[src/hw/icache_pkg.sv]
package icache_pkg;

    // one instruction word
    typedef logic [31:0] word_t;

    // byte address, only the low phys_bits are decoded
    typedef logic [31:0] addr_t;

    typedef logic [3:0] strobe_t;

    // two ways, so a single select bit
    typedef logic way_t;

    typedef enum logic [1:0] {
        idle,
        fetch_1,
        fetch_2
    } refill_state_t;

    localparam int phys_bits = 28;

    // byte offset inside a word, burst beats step one word at a time
    localparam int word_shift = 2;

    // rom contents: aligned address xor this
    localparam word_t rom_pattern = 32'h3c5a_a5c3;

endpackage
[src/hw/inst_rom.sv]
module inst_rom #(
    parameter int line_words = 16,
    parameter int mem_wait = 3,
    localparam int offset_bits = $clog2(line_words),
    localparam int line_lsb = offset_bits + icache_pkg::word_shift,
    localparam int wait_bits = $clog2(mem_wait + 2)
) (
    input  logic              clk,
    input  logic              resetn,
    input  logic              refill_valid,
    input  icache_pkg::addr_t refill_addr,
    output logic              refill_ready,
    output icache_pkg::word_t refill_data,
    output logic              refill_last
);
    // the cycle refill_valid rises counts as the first wait cycle
    localparam int load_value = (mem_wait > 0) ? mem_wait - 1 : 0;

    logic                   busy;
    logic [wait_bits-1:0]   wait_cnt;
    logic [offset_bits-1:0] beat;
    icache_pkg::addr_t      beat_addr;

    always_ff @(posedge clk) begin
        if (resetn) begin
            busy <= 1'b0;
            wait_cnt <= '0;
            beat <= '0;
        end else if (!busy) begin
            if (refill_valid) begin
                busy <= 1'b1;
                wait_cnt <= wait_bits'(load_value);
                beat <= '0;
            end
        end else if (wait_cnt != '0) begin
            wait_cnt <= wait_cnt - 1'b1;
        end else begin
            beat <= beat + 1'b1;
            if (refill_last) begin
                busy <= 1'b0;
            end
        end
    end

    assign refill_ready = busy && (wait_cnt == '0);
    // line_words is a power of two
    assign refill_last = refill_ready && (&beat);

    assign beat_addr = {refill_addr[31:line_lsb], beat, {icache_pkg::word_shift{1'b0}}};
    assign refill_data = beat_addr ^ icache_pkg::rom_pattern;

endmodule

[config.mk]
export PLATFORM = sky130hd
export DESIGN_NAME = inst_rom
export DESIGN_NICKNAME = d
export VERILOG_FILES = /design/src/hw/icache_pkg.sv /design/src/hw/inst_rom.sv
export SDC_FILE = /design/constraint.sdc
export NUM_CORES = 1
export LEC_CHECK = 0
export BUFFER_PORTS_ARGS = -buffer_cell sky130_fd_sc_hd__buf_2
export CAP_MARGIN = 5
export CORE_MARGIN = 3
export CORE_UTILIZATION = 34
export CTS_CLUSTER_SIZE = 10
export DETAILED_ROUTE_END_ITERATION = 7
export GPL_TIMING_DRIVEN = 0
export HOLD_SLACK_MARGIN = 0.1
export PLACE_DENSITY_LB_ADDON = 0.2
export RECOVER_POWER = 25
export SLEW_MARGIN = 20
export SYNTH_ARGS = -nofsm -noshare
export SYNTH_HDL_FRONTEND = slang
export SYNTH_SLANG_ARGS = --single-unit
[constraint.sdc]
create_clock -name clk -period 2.2 [get_ports clk]
set_input_delay 0.22 -clock clk [delete_from_list [all_inputs] [get_ports clk]]
set_output_delay 0.22 -clock clk [all_outputs]
set_load 0.005 [all_outputs]
# Word-level counts from Yosys, hierarchy flattened
# Index checks and enable logic that the tools add are counted.
# word_totals
out_inout_bits	34
in_bits	35
ff_bits	8
# classes
bitwise_logic	1
addsub	2
n_mux	10
reduce_logical	8
eq_ne	2
# ops
cell	n
$not 16->16	1
$mux 4	3
$mux 3	3
$add 4x1->4 const B	1
$mux 1	4
$reduce_and 2->1	2
$reduce_and 4->1	1
$logic_not 3->1	1
$reduce_bool 3->1	1
$sub 3x1->3 const B	1
$logic_and 1x1->1	2
$ne 2x1->1 const B	1
$ne 2x2->1 const B	1
$reduce_bool 2->1	1

# Longest topological paths before layout
# Gate-level depths: netlist of run 1.
# depth
ltp_word	6
depth_mapped	7
ltp_nobuf	6

# Worst setup path before layout of run 1
# OpenSTA, ideal clock, no wires.
# synth_timing
path_type	register to output
from	register wait_cnt[0]
to	output refill_last
path_buffers	1
t_arrival_ns	1.218
stages_incl_launch_ff	7
setup_slack_ns	0.762
cell_sequence	dfxtp_1 > inv_1 > ha_1 > ha_1 > and2_1 > buf_6 > and4_4
# synth_between
elab_chain_len	3
# synth_lines
item	line	rtl
from (decl)	inst_rom.sv:20	logic [wait_bits-1:0] wait_cnt;
from (signal assigned)	inst_rom.sv:32	wait_cnt <= wait_bits'(load_value);
from (signal assigned)	inst_rom.sv:36	wait_cnt <= wait_cnt - 1'b1;
$logic_not 3->1	inst_rom.sv:45	assign refill_ready = busy && (wait_cnt == '0);
$logic_and 1x1->1	inst_rom.sv:45	
net refill_ready	inst_rom.sv:12	output logic refill_ready,
$logic_and 1x1->1	inst_rom.sv:47	assign refill_last = refill_ready && (&beat);
to (decl)	inst_rom.sv:14	output logic refill_last
# The timed path passes the listed nets, and every way through them passes these cells.

# Worst setup path in the final report of run 1
# layout_timing
from	register wait_cnt[0]
to	output refill_last
# layout_between
elab_chain_len	3
# layout_lines
item	line
$logic_not 3->1	inst_rom.sv:45
$logic_and 1x1->1	inst_rom.sv:45
$logic_and 1x1->1	inst_rom.sv:47
# No other way between the ends.

==> impl_metrics.tcl, run 1 <==
set metrics [dict create \
    status "finished, final reports clean" \
    cts_tree "done" \
    crit_arrival_ps 1690 \
    synth_cell_types 24 \
    drcViolationCount 0 \
    core_area_sq_um 1420 \
    syn-instance-count 74 \
    place_hpwl_mm 1.23 \
    clk-insertion-delay-late_ps 260 \
    cpMostUsedCell "ha_1" \
    dr.first_iter.drc_count 3 \
    area.growth.synth_to_final_pct 50.3 \
    wl_per_cell_microns 10.3 \
    ant_nets 0 \
    antenna_found_initial 0 \
    row_count 13 \
    yosysSeqAreaShare_pct 28.9 \
    synth_area_sq_um 554 \
    cts.sinks 8 \
    cts.repair.resized 0 \
    critPathKind "flop to primary output" \
    h-tree-depth 1 \
    hold_class "primary input to flop" \
    r2r_end "busy" \
    slew_violations 0 \
    r2r_cells 7 \
    peakVddDrop_uv 282 \
    holdBufCountCts 0 \
    rsz0062_at_grt "false" \
    yosysWarnings 0 \
    syn_avg_cell_area_sq_um 7.49 \
    crit_chain "inv_1, ha_1, ha_1, and2_1, buf_6, and4_4, buf_2" \
    start_kind "flop" \
    hold_viol_final 0 \
    dieArea_sq_um 2150 \
    cp_num_buf_inv 3 \
    synth_top_flop_cell "dfxtp_1" \
    cts_max_path_buffers 2 \
    synth_edf_count 0 \
    gp_congestion 0.733 \
    cts_buffers 3 \
    boundaryPins 69 \
    tns_ps 0 \
    die_w_microns 46.4 \
    worst_r2r_startpoint "wait_cnt[0]" \
    holdPathEnd "busy" \
    final_common_cell "buf_2" \
    layout_common_cells "46 x buf_2, 17 x inv_1, 12 x clkbuf_4, 8 x dfxtp_1" \
    nets 165 \
    die_h_microns 46.4 \
    postCtsSetupBuffers 0 \
    start_util_pct 39.2 \
    min_period_ps 1910 \
    synth.ff_latch_count 8 \
    cp-end-kind "primary output" \
    min_path_cells 3 \
    clock-root-buffer "clkbuf_4" \
    skew_ps 5.70 \
    p_per_area_nw_per_um2 474 \
    maxCapViolations 0 \
    async_flop_share_pct 0 \
    fillers 140 \
    slowest_delay_ps 350 \
    grt_max_degree 9 \
    vias 615 \
    hold_start "refill_valid" \
    via_per_inst 4.39 \
    grt-ovfl-total 0 \
    critPathTopFamily "adder cells" \
    p_leak_nw 0.495 \
    fin_ws_ps 287 \
    crit_fanout 7 \
    dr.pass1.iters 4 \
    cts.reportedPaths.clkPinSlew_ps 60 \
    fmax_ghz 0.523 \
    antennaDiodeCount 0 \
    grt_usage_pct 13.1 \
    final-setup-viol-count 0 \
    grt_pass1_vias 535 \
    drive_gt1_share_pct 54.4 \
    worstPathRequired_ps 1980 \
    grt_pass1_wl_mm 2.00 \
    rrSetupSlack_ps 690 \
    finalCritPeriodShare_pct 86.9 \
    wirelength_mm 1.45 \
    dp_slack_ps 554 \
    critical_path_cell_count 7 \
    slowest_stage "dfxtp_1" \
    io_buffers 47 \
]
## synthesized netlist by cell type, types with 2 or more instances
cell | instances | area (sq um)
nor2_1 | 4 | 15.0
o21ai_0 | 3 | 15.0
ha_1 | 3 | 37.5
nand2_1 | 3 | 11.3
dfxtp_1 | 8 | 160
buf_4 | 14 | 105
a211oi_1 | 2 | 15.0
a21oi_1 | 5 | 25.0
inv_1 | 17 | 63.8
## metal layers
metal  vias up  global-route usage, %  routed length [microns]
met5         -                      0                        0
met4         0                   6.82                       25
met3         3                   3.91                      256
met2        50                   23.6                      669
met1       247                   13.3                      493
li1        315                      -                        -
## how the worst max path moves through the flow
| stage | startpoint | to | slack, ps |
|---|---|---|---|
| 6_report | wait_cnt[0] | refill_last | 290 |
| 5_1_grt | wait_cnt[0] | refill_last | 210 |
| 4_1_cts | wait_cnt[0] | refill_last | 270 |
| 3_5_place_dp | wait_cnt[0] | refill_last | 550 |
| 3_3_place_gp | wait_cnt[0] | refill_last | 590 |
| 2_1_floorplan | wait_cnt[0] | refill_last | 760 |
## per-stage QoR
step	instances	hold WS, ps	total power [mW]	utilization [%]	cell area (sq um)
after CTS	140	302	0.401	59.0	835
after detailed placement	137	469	0.285	57.4	812
after global placement	137	450	0.282	57.4	812
after global routing	140	321	0.423	58.9	833
final	140	299	0.395	58.9	833
after floorplan	75	420	0.235	-	558
## worst register-to-register path: cells and delay by family (launching register included)
family,cells,cell delay [ps]
DFF,1,350
adders and majority gates,2,420
and+or+nand+nor,3,490
buffers and inverters,2,190
## cells by family (layout without fill, tap and decap cells)
kind of cell,after synthesis,count (layout),synth area share (%)
AOI/OAI and AO/OA,12,12,12.4
adders and majority gates,3,3,6.77
buffers and inverters,33,83,33.2
DFF,8,8,28.9
other,1,2,0.677
and+or+nand+nor,17,17,18.1
## sequential cells by signal, indices dropped and copies added, names as in the netlist
name      count
beat          4
wait_cnt      3
busy          1
## area by class of cell
class / instances / area [sq um] / share of cell area [%]
Inverter: 17 / 63.8 / 7.66
Buffer: 16 / 120 / 14.4
Timing Repair Buffer: 47 / 234 / 28.1
Sequential cell: 8 / 160 / 19.2
Tap cell: 15 / 18.8 / 2.25
Clock buffer: 3 / 22.5 / 2.70
Multi-Input combinational cell: 34 / 214 / 25.7
## power breakdown
group	switching [mW]	internal (mW)
clock	0.0527	0.0626
combinational	0.0494	0.0673
sequential	0.00834	0.155
No activity file was read; power rests on OpenSTA's default activity.
==> run 2, diff against run 1 <==
--- a/config.mk
+++ b/config.mk
@@ -8,13 +8,13 @@
 export BUFFER_PORTS_ARGS = -buffer_cell sky130_fd_sc_hd__buf_2
 export CAP_MARGIN = 5
 export CORE_MARGIN = 3
-export CORE_UTILIZATION = 34
+export CORE_UTILIZATION = 35
+export CTS_BUF_LIST = sky130_fd_sc_hd__clkbuf_2 sky130_fd_sc_hd__clkbuf_4 sky130_fd_sc_hd__clkbuf_8
 export CTS_CLUSTER_SIZE = 10
 export DETAILED_ROUTE_END_ITERATION = 7
 export GPL_TIMING_DRIVEN = 0
 export HOLD_SLACK_MARGIN = 0.1
 export PLACE_DENSITY_LB_ADDON = 0.2
-export RECOVER_POWER = 25
 export SLEW_MARGIN = 20
 export SYNTH_ARGS = -nofsm -noshare
 export SYNTH_HDL_FRONTEND = slang
==> run 2 against run 1 <==
Final area rose by 0.15%. Critical endpoint unchanged. Non-clock buffer count did not move. Combinational power about the same. First-iteration DRC count grew 67%. Critical path depth unchanged. Die area down 2.5%. Clock power about the same. Routed wire length shrank 3.3%. Sequential cell count unchanged. Via count rose by 0.98%. Clock skew barely moved.
==> impl_metrics.tcl, run 2 (same netlist as run 1, synthesis figures left out) <==
set metrics [dict create \
    fmax_ghz 0.530 \
    final-setup-viol-count 0 \
    ant_nets 0 \
    via_per_inst 4.44 \
    critical_path_cell_count 7 \
    cts.repair.resized 0 \
    crit_chain "inv_1, ha_1, ha_1, and2_1, buf_6, and4_4, buf_2" \
    h-tree-depth 1 \
    row_count 13 \
    r2r_cells 7 \
    p_leak_nw 0.499 \
    hold_viol_final 0 \
    cts_buffers 3 \
    peakVddDrop_uv 302 \
    final_common_cell "buf_2" \
    regMostFlops "beat" \
    post-route-cell-area_sq_um 835 \
    cts.sinks 8 \
    rrSetupSlack_ps 700 \
    drcViolationCount 0 \
    drive_gt1_share_pct 55.2 \
    tns_ps 0 \
    dieArea_sq_um 2100 \
    postCtsSetupBuffers 0 \
    finalPower_mw 0.397 \
    placed_area_sq_um 812 \
    slew_violations 0 \
    wirelength_mm 1.40 \
    wl_per_cell_microns 9.98 \
    rsz0062_at_grt "false" \
    status "finished, final reports clean" \
    nets 165 \
    gp_congestion 0.719 \
    cp_num_buf_inv 3 \
    cpMostUsedCell "ha_1" \
    r2r_end "busy" \
    antenna_found_initial 0 \
    place_hpwl_mm 1.16 \
    crit_arrival_ps 1670 \
    dr.pass1.iters 2 \
    vias 621 \
    die_h_microns 45.8 \
    hold_start "refill_valid" \
    start_util_pct 39.6 \
    boundaryPins 69 \
    start_kind "flop" \
    io_buffers 47 \
    grt_max_degree 9 \
    dr.first_iter.drc_count 5 \
    largest_reg_flops 4 \
    skew_ps 6.07 \
    crit_fanout 7 \
    grt_pass1_wl_mm 2.01 \
    crit_start "wait_cnt[0]" \
    cts_tree "done" \
    slowest_delay_ps 350 \
    clock-root-buffer "clkbuf_4" \
    min_period_ps 1890 \
    p_per_area_nw_per_um2 475 \
    reg_top3 "beat x4, wait_cnt x3, busy x1" \
    core_area_sq_um 1400 \
    worstPathRequired_ps 1980 \
    critPathTopFamily "adder cells" \
    die_w_microns 45.8 \
    antennaDiodeCount 0 \
    holdBufCountCts 0 \
    grt-ovfl-total 0 \
    maxCapViolations 0 \
    cts_max_path_buffers 2 \
    layout_common_cells "47 x buf_2, 17 x inv_1, 14 x buf_4, 8 x dfxtp_1, 5 x a21oi_1" \
    area.growth.synth_to_final_pct 50.6 \
    fin_ws_ps 313 \
    cp-end-kind "primary output" \
    holdPathEnd "busy" \
    min_path_cells 3 \
    critPathKind "flop to primary output" \
    cts.reportedPaths.clkPinSlew_ps 50 \
    finalCritPeriodShare_pct 85.8 \
    grt_usage_pct 13.1 \
    hold_class "primary input to flop" \
    slowest_stage "dfxtp_1" \
    grt_pass1_vias 487 \
    clk-insertion-delay-late_ps 260 \
    worst_r2r_startpoint "wait_cnt[0]" \
    dp_slack_ps 585 \
]
## run 2: changes by cell type in the layout (fill, tap and decap cells not counted), sizes merged
| cell | delta |
|---|---|
| buf | +10 |
| clkbuf | -10 |
## run 2: layout make-up
cell class              count  area, sq um
repair buffers             47          235
multi-input cells          34          214
fillers                   142          564
plain buffers              16          120
flip-flops and latches      8          160
inverters                  17         63.8
clock buffers               3         22.5
well taps                  15         18.8
## run 2: how the worst max path moves through the flow
stage | end | slack (ps)
global placement | refill_last | 590
detailed placement | refill_last | 590
finish | refill_last | 310
CTS | refill_last | 310
global route | refill_last | 220
floorplan | refill_last | 760
## run 2: worst min-delay path, cell delays in order
cell and delay [ps]:
buf_2 90, nor2_1 100, nor3_2 110
## run 2: layer usage
layer / wire (microns) / up-vias / part of all wire (%) / global-route usage [%]
li1: - / 315 / - / -
met5: 0 / - / 0 / 0
met1: 492 / 262 / 35 / 15.5
met4: 10 / 0 / 0.72 / 5.11
met2: 654 / 42 / 47 / 21.7
met3: 240 / 2 / 17 / 4.35
## run 2: report_power, final
group	internal [mW]	switching (mW)
combinational	0.0682	0.0493
sequential	0.155	0.00823
clock	0.0627	0.0537
total	0.285	0.111
## run 2: per-stage QoR
stage / hold WS [ps] / utilization (%) / cells
CTS: 316 / 59.7 / 140
floorplan: 420 / - / 75
global route: 342 / 59.7 / 140
detailed placement: 457 / 58.1 / 137
global placement: 448 / 58.1 / 137
finish: 309 / 59.7 / 140
==> run 3, diff against run 2 <==
--- a/config.mk
+++ b/config.mk
@@ -7,7 +7,7 @@
 export LEC_CHECK = 0
 export BUFFER_PORTS_ARGS = -buffer_cell sky130_fd_sc_hd__buf_2
 export CAP_MARGIN = 5
-export CORE_MARGIN = 3
+export CORE_MARGIN = 2
 export CORE_UTILIZATION = 35
 export CTS_BUF_LIST = sky130_fd_sc_hd__clkbuf_2 sky130_fd_sc_hd__clkbuf_4 sky130_fd_sc_hd__clkbuf_8
 export CTS_CLUSTER_SIZE = 10
==> run 3 against run 2 <==
Non-clock buffer count unchanged. Routed wire length decreased by 12%. Die area decreased by 8.5%. Sequential cell count unchanged. Register-to-register slack about the same. Sequential power about the same. Critical path type unchanged. First-iteration DRC count decreased by 60%. Cell count increased by 0.71%. Final area increased by 0.15%. Largest cell class unchanged. Critical path depth unchanged.
==> impl_metrics.tcl, run 3 (same netlist as run 1, synthesis figures left out) <==
set metrics [dict create \
    p_sw_mw 0.105 \
    slew_violations 0 \
    nets 165 \
    min_period_ps 1880 \
    fmax_ghz 0.531 \
    p_sw_share_pct 26.9 \
    peakVddDrop_uv 261 \
    cts.repair.resized 0 \
    status "finished, final reports clean" \
    die_w_microns 43.8 \
    fin_ws_ps 317 \
    ant_nets 0 \
    internal-power_mw 0.285 \
    combinationalPowerShare_pct 29.8 \
    grt_pass1_vias 452 \
    dr.pass1.iters 3 \
    via_per_inst 4.11 \
    critPathTopFamily "adder cells" \
    finalCritPeriodShare_pct 85.6 \
    dp_slack_ps 579 \
    crit_chain "inv_1, ha_1, ha_1, and2_1, buf_6, and4_4, buf_2" \
    rsz0062_at_grt "false" \
    clkPwrFrac_pct 28.6 \
    crit_fanout 7 \
    p_leak_nw 0.499 \
    cts.sinks 8 \
    crit_start "wait_cnt[0]" \
    worstPathRequired_ps 1980 \
    grt-ovfl-total 0 \
    holdBufCountCts 0 \
    antenna_found_initial 0 \
    p_per_area_nw_per_um2 467 \
    grt_max_degree 9 \
    grt_pass1_wl_mm 1.78 \
    skew_ps 1.21 \
    hold_viol_final 0 \
    cts_buffers 3 \
    io_buffers 47 \
    core_area_sq_um 1490 \
    cp-end-kind "primary output" \
    clk-insertion-delay-late_ps 250 \
    crit_arrival_ps 1660 \
    grt_usage_pct 12.9 \
    worst_r2r_startpoint "wait_cnt[0]" \
    layout_common_cells "47 x buf_2, 17 x inv_1, 14 x buf_4, 8 x dfxtp_1, 5 x a21oi_1" \
    critPathKind "flop to primary output" \
    row_count 14 \
    die_h_microns 43.8 \
    clock-root-buffer "clkbuf_4" \
    final-setup-viol-count 0 \
    final_common_cell "buf_2" \
    drive_gt1_share_pct 55.2 \
    reg_top3 "beat x4, wait_cnt x3, busy x1" \
    start_util_pct 37.2 \
    place_hpwl_mm 1.02 \
    hold_class "primary input to flop" \
    wl_per_cell_microns 8.74 \
    dr.first_iter.drc_count 2 \
    antennaDiodeCount 0 \
    tns_ps 0 \
    start_kind "flop" \
    cts_tree "done" \
    cpMostUsedCell "ha_1" \
    cts.reportedPaths.clkPinSlew_ps 50 \
    vias 580 \
    dieArea_sq_um 1920 \
    seq_power_share_pct 41.6 \
    gp_congestion 0.773 \
    postCtsSetupBuffers 0 \
    regMostFlops "beat" \
    drcViolationCount 0 \
    hold_start "refill_valid" \
    largest_reg_flops 4 \
    maxCapViolations 0 \
    slowest_stage "dfxtp_1" \
    area.growth.synth_to_final_pct 50.8 \
    h-tree-depth 1 \
    wirelength_mm 1.23 \
    boundaryPins 69 \
    slowest_delay_ps 340 \
    cts_max_path_buffers 2 \
    cp_num_buf_inv 3 \
]
run 3: cell counts in the layout (fill, tap and decap cells not counted):
No cell type changed its count.
run 3: power groups by stage:
stage | Combinational [mW] | Sequential, mW | Clock, mW
4_1_cts | 0.118 | 0.162 | 0.118
3_5_place_dp | 0.117 | 0.166 | 0
5_1_grt | 0.130 | 0.164 | 0.132
3_3_place_gp | 0.115 | 0.165 | 0
2_1_floorplan | 0.0703 | 0.164 | 0
6_report | 0.116 | 0.162 | 0.112
run 3: layer usage:
layer | vias up | GRT usage, % | part of all wire (%)
li1 | 316 | - | -
met5 | - | 0 | 0
met1 | 227 | 12.6 | 39
met3 | 2 | 6.67 | 15
met2 | 35 | 21.8 | 46
met4 | 0 | 7.27 | 0.49
run 3: per-stage QoR:
step	power, mW	instances	util (%)	cell area, sq um	hold slack, ps
finish	0.390	141	56.1	836	319
CTS	0.399	141	56.1	836	311
floorplan	0.235	75	-	558	420
global route	0.426	141	56.1	836	319
detailed placement	0.283	138	54.6	813	456
global placement	0.280	138	54.6	813	448
run 3: worst reg2reg max path, delay by kind of cell (launching register included):
family                     cells  cell delay [ps]
and+or+nand+nor                3              500
adders and majority gates      2              410
buffers and inverters          2              180
DFF                            1              340
run 3: worst paths after layout:
path	end	cells after the start	slack (ps)
max	refill_last	7	320
min	busy	3	320
max reg2reg	busy	7	700
min reg2reg	wait_cnt[1]	1	460
run 3: layout make-up:
class,count,area (sq um)
multi-input combinational,34,214
sequential,8,160
clock buffer,3,22.5
fill,158,653
buffer,16,120
tap,16,20.0
inverter,17,63.8
timing repair buffer,47,235
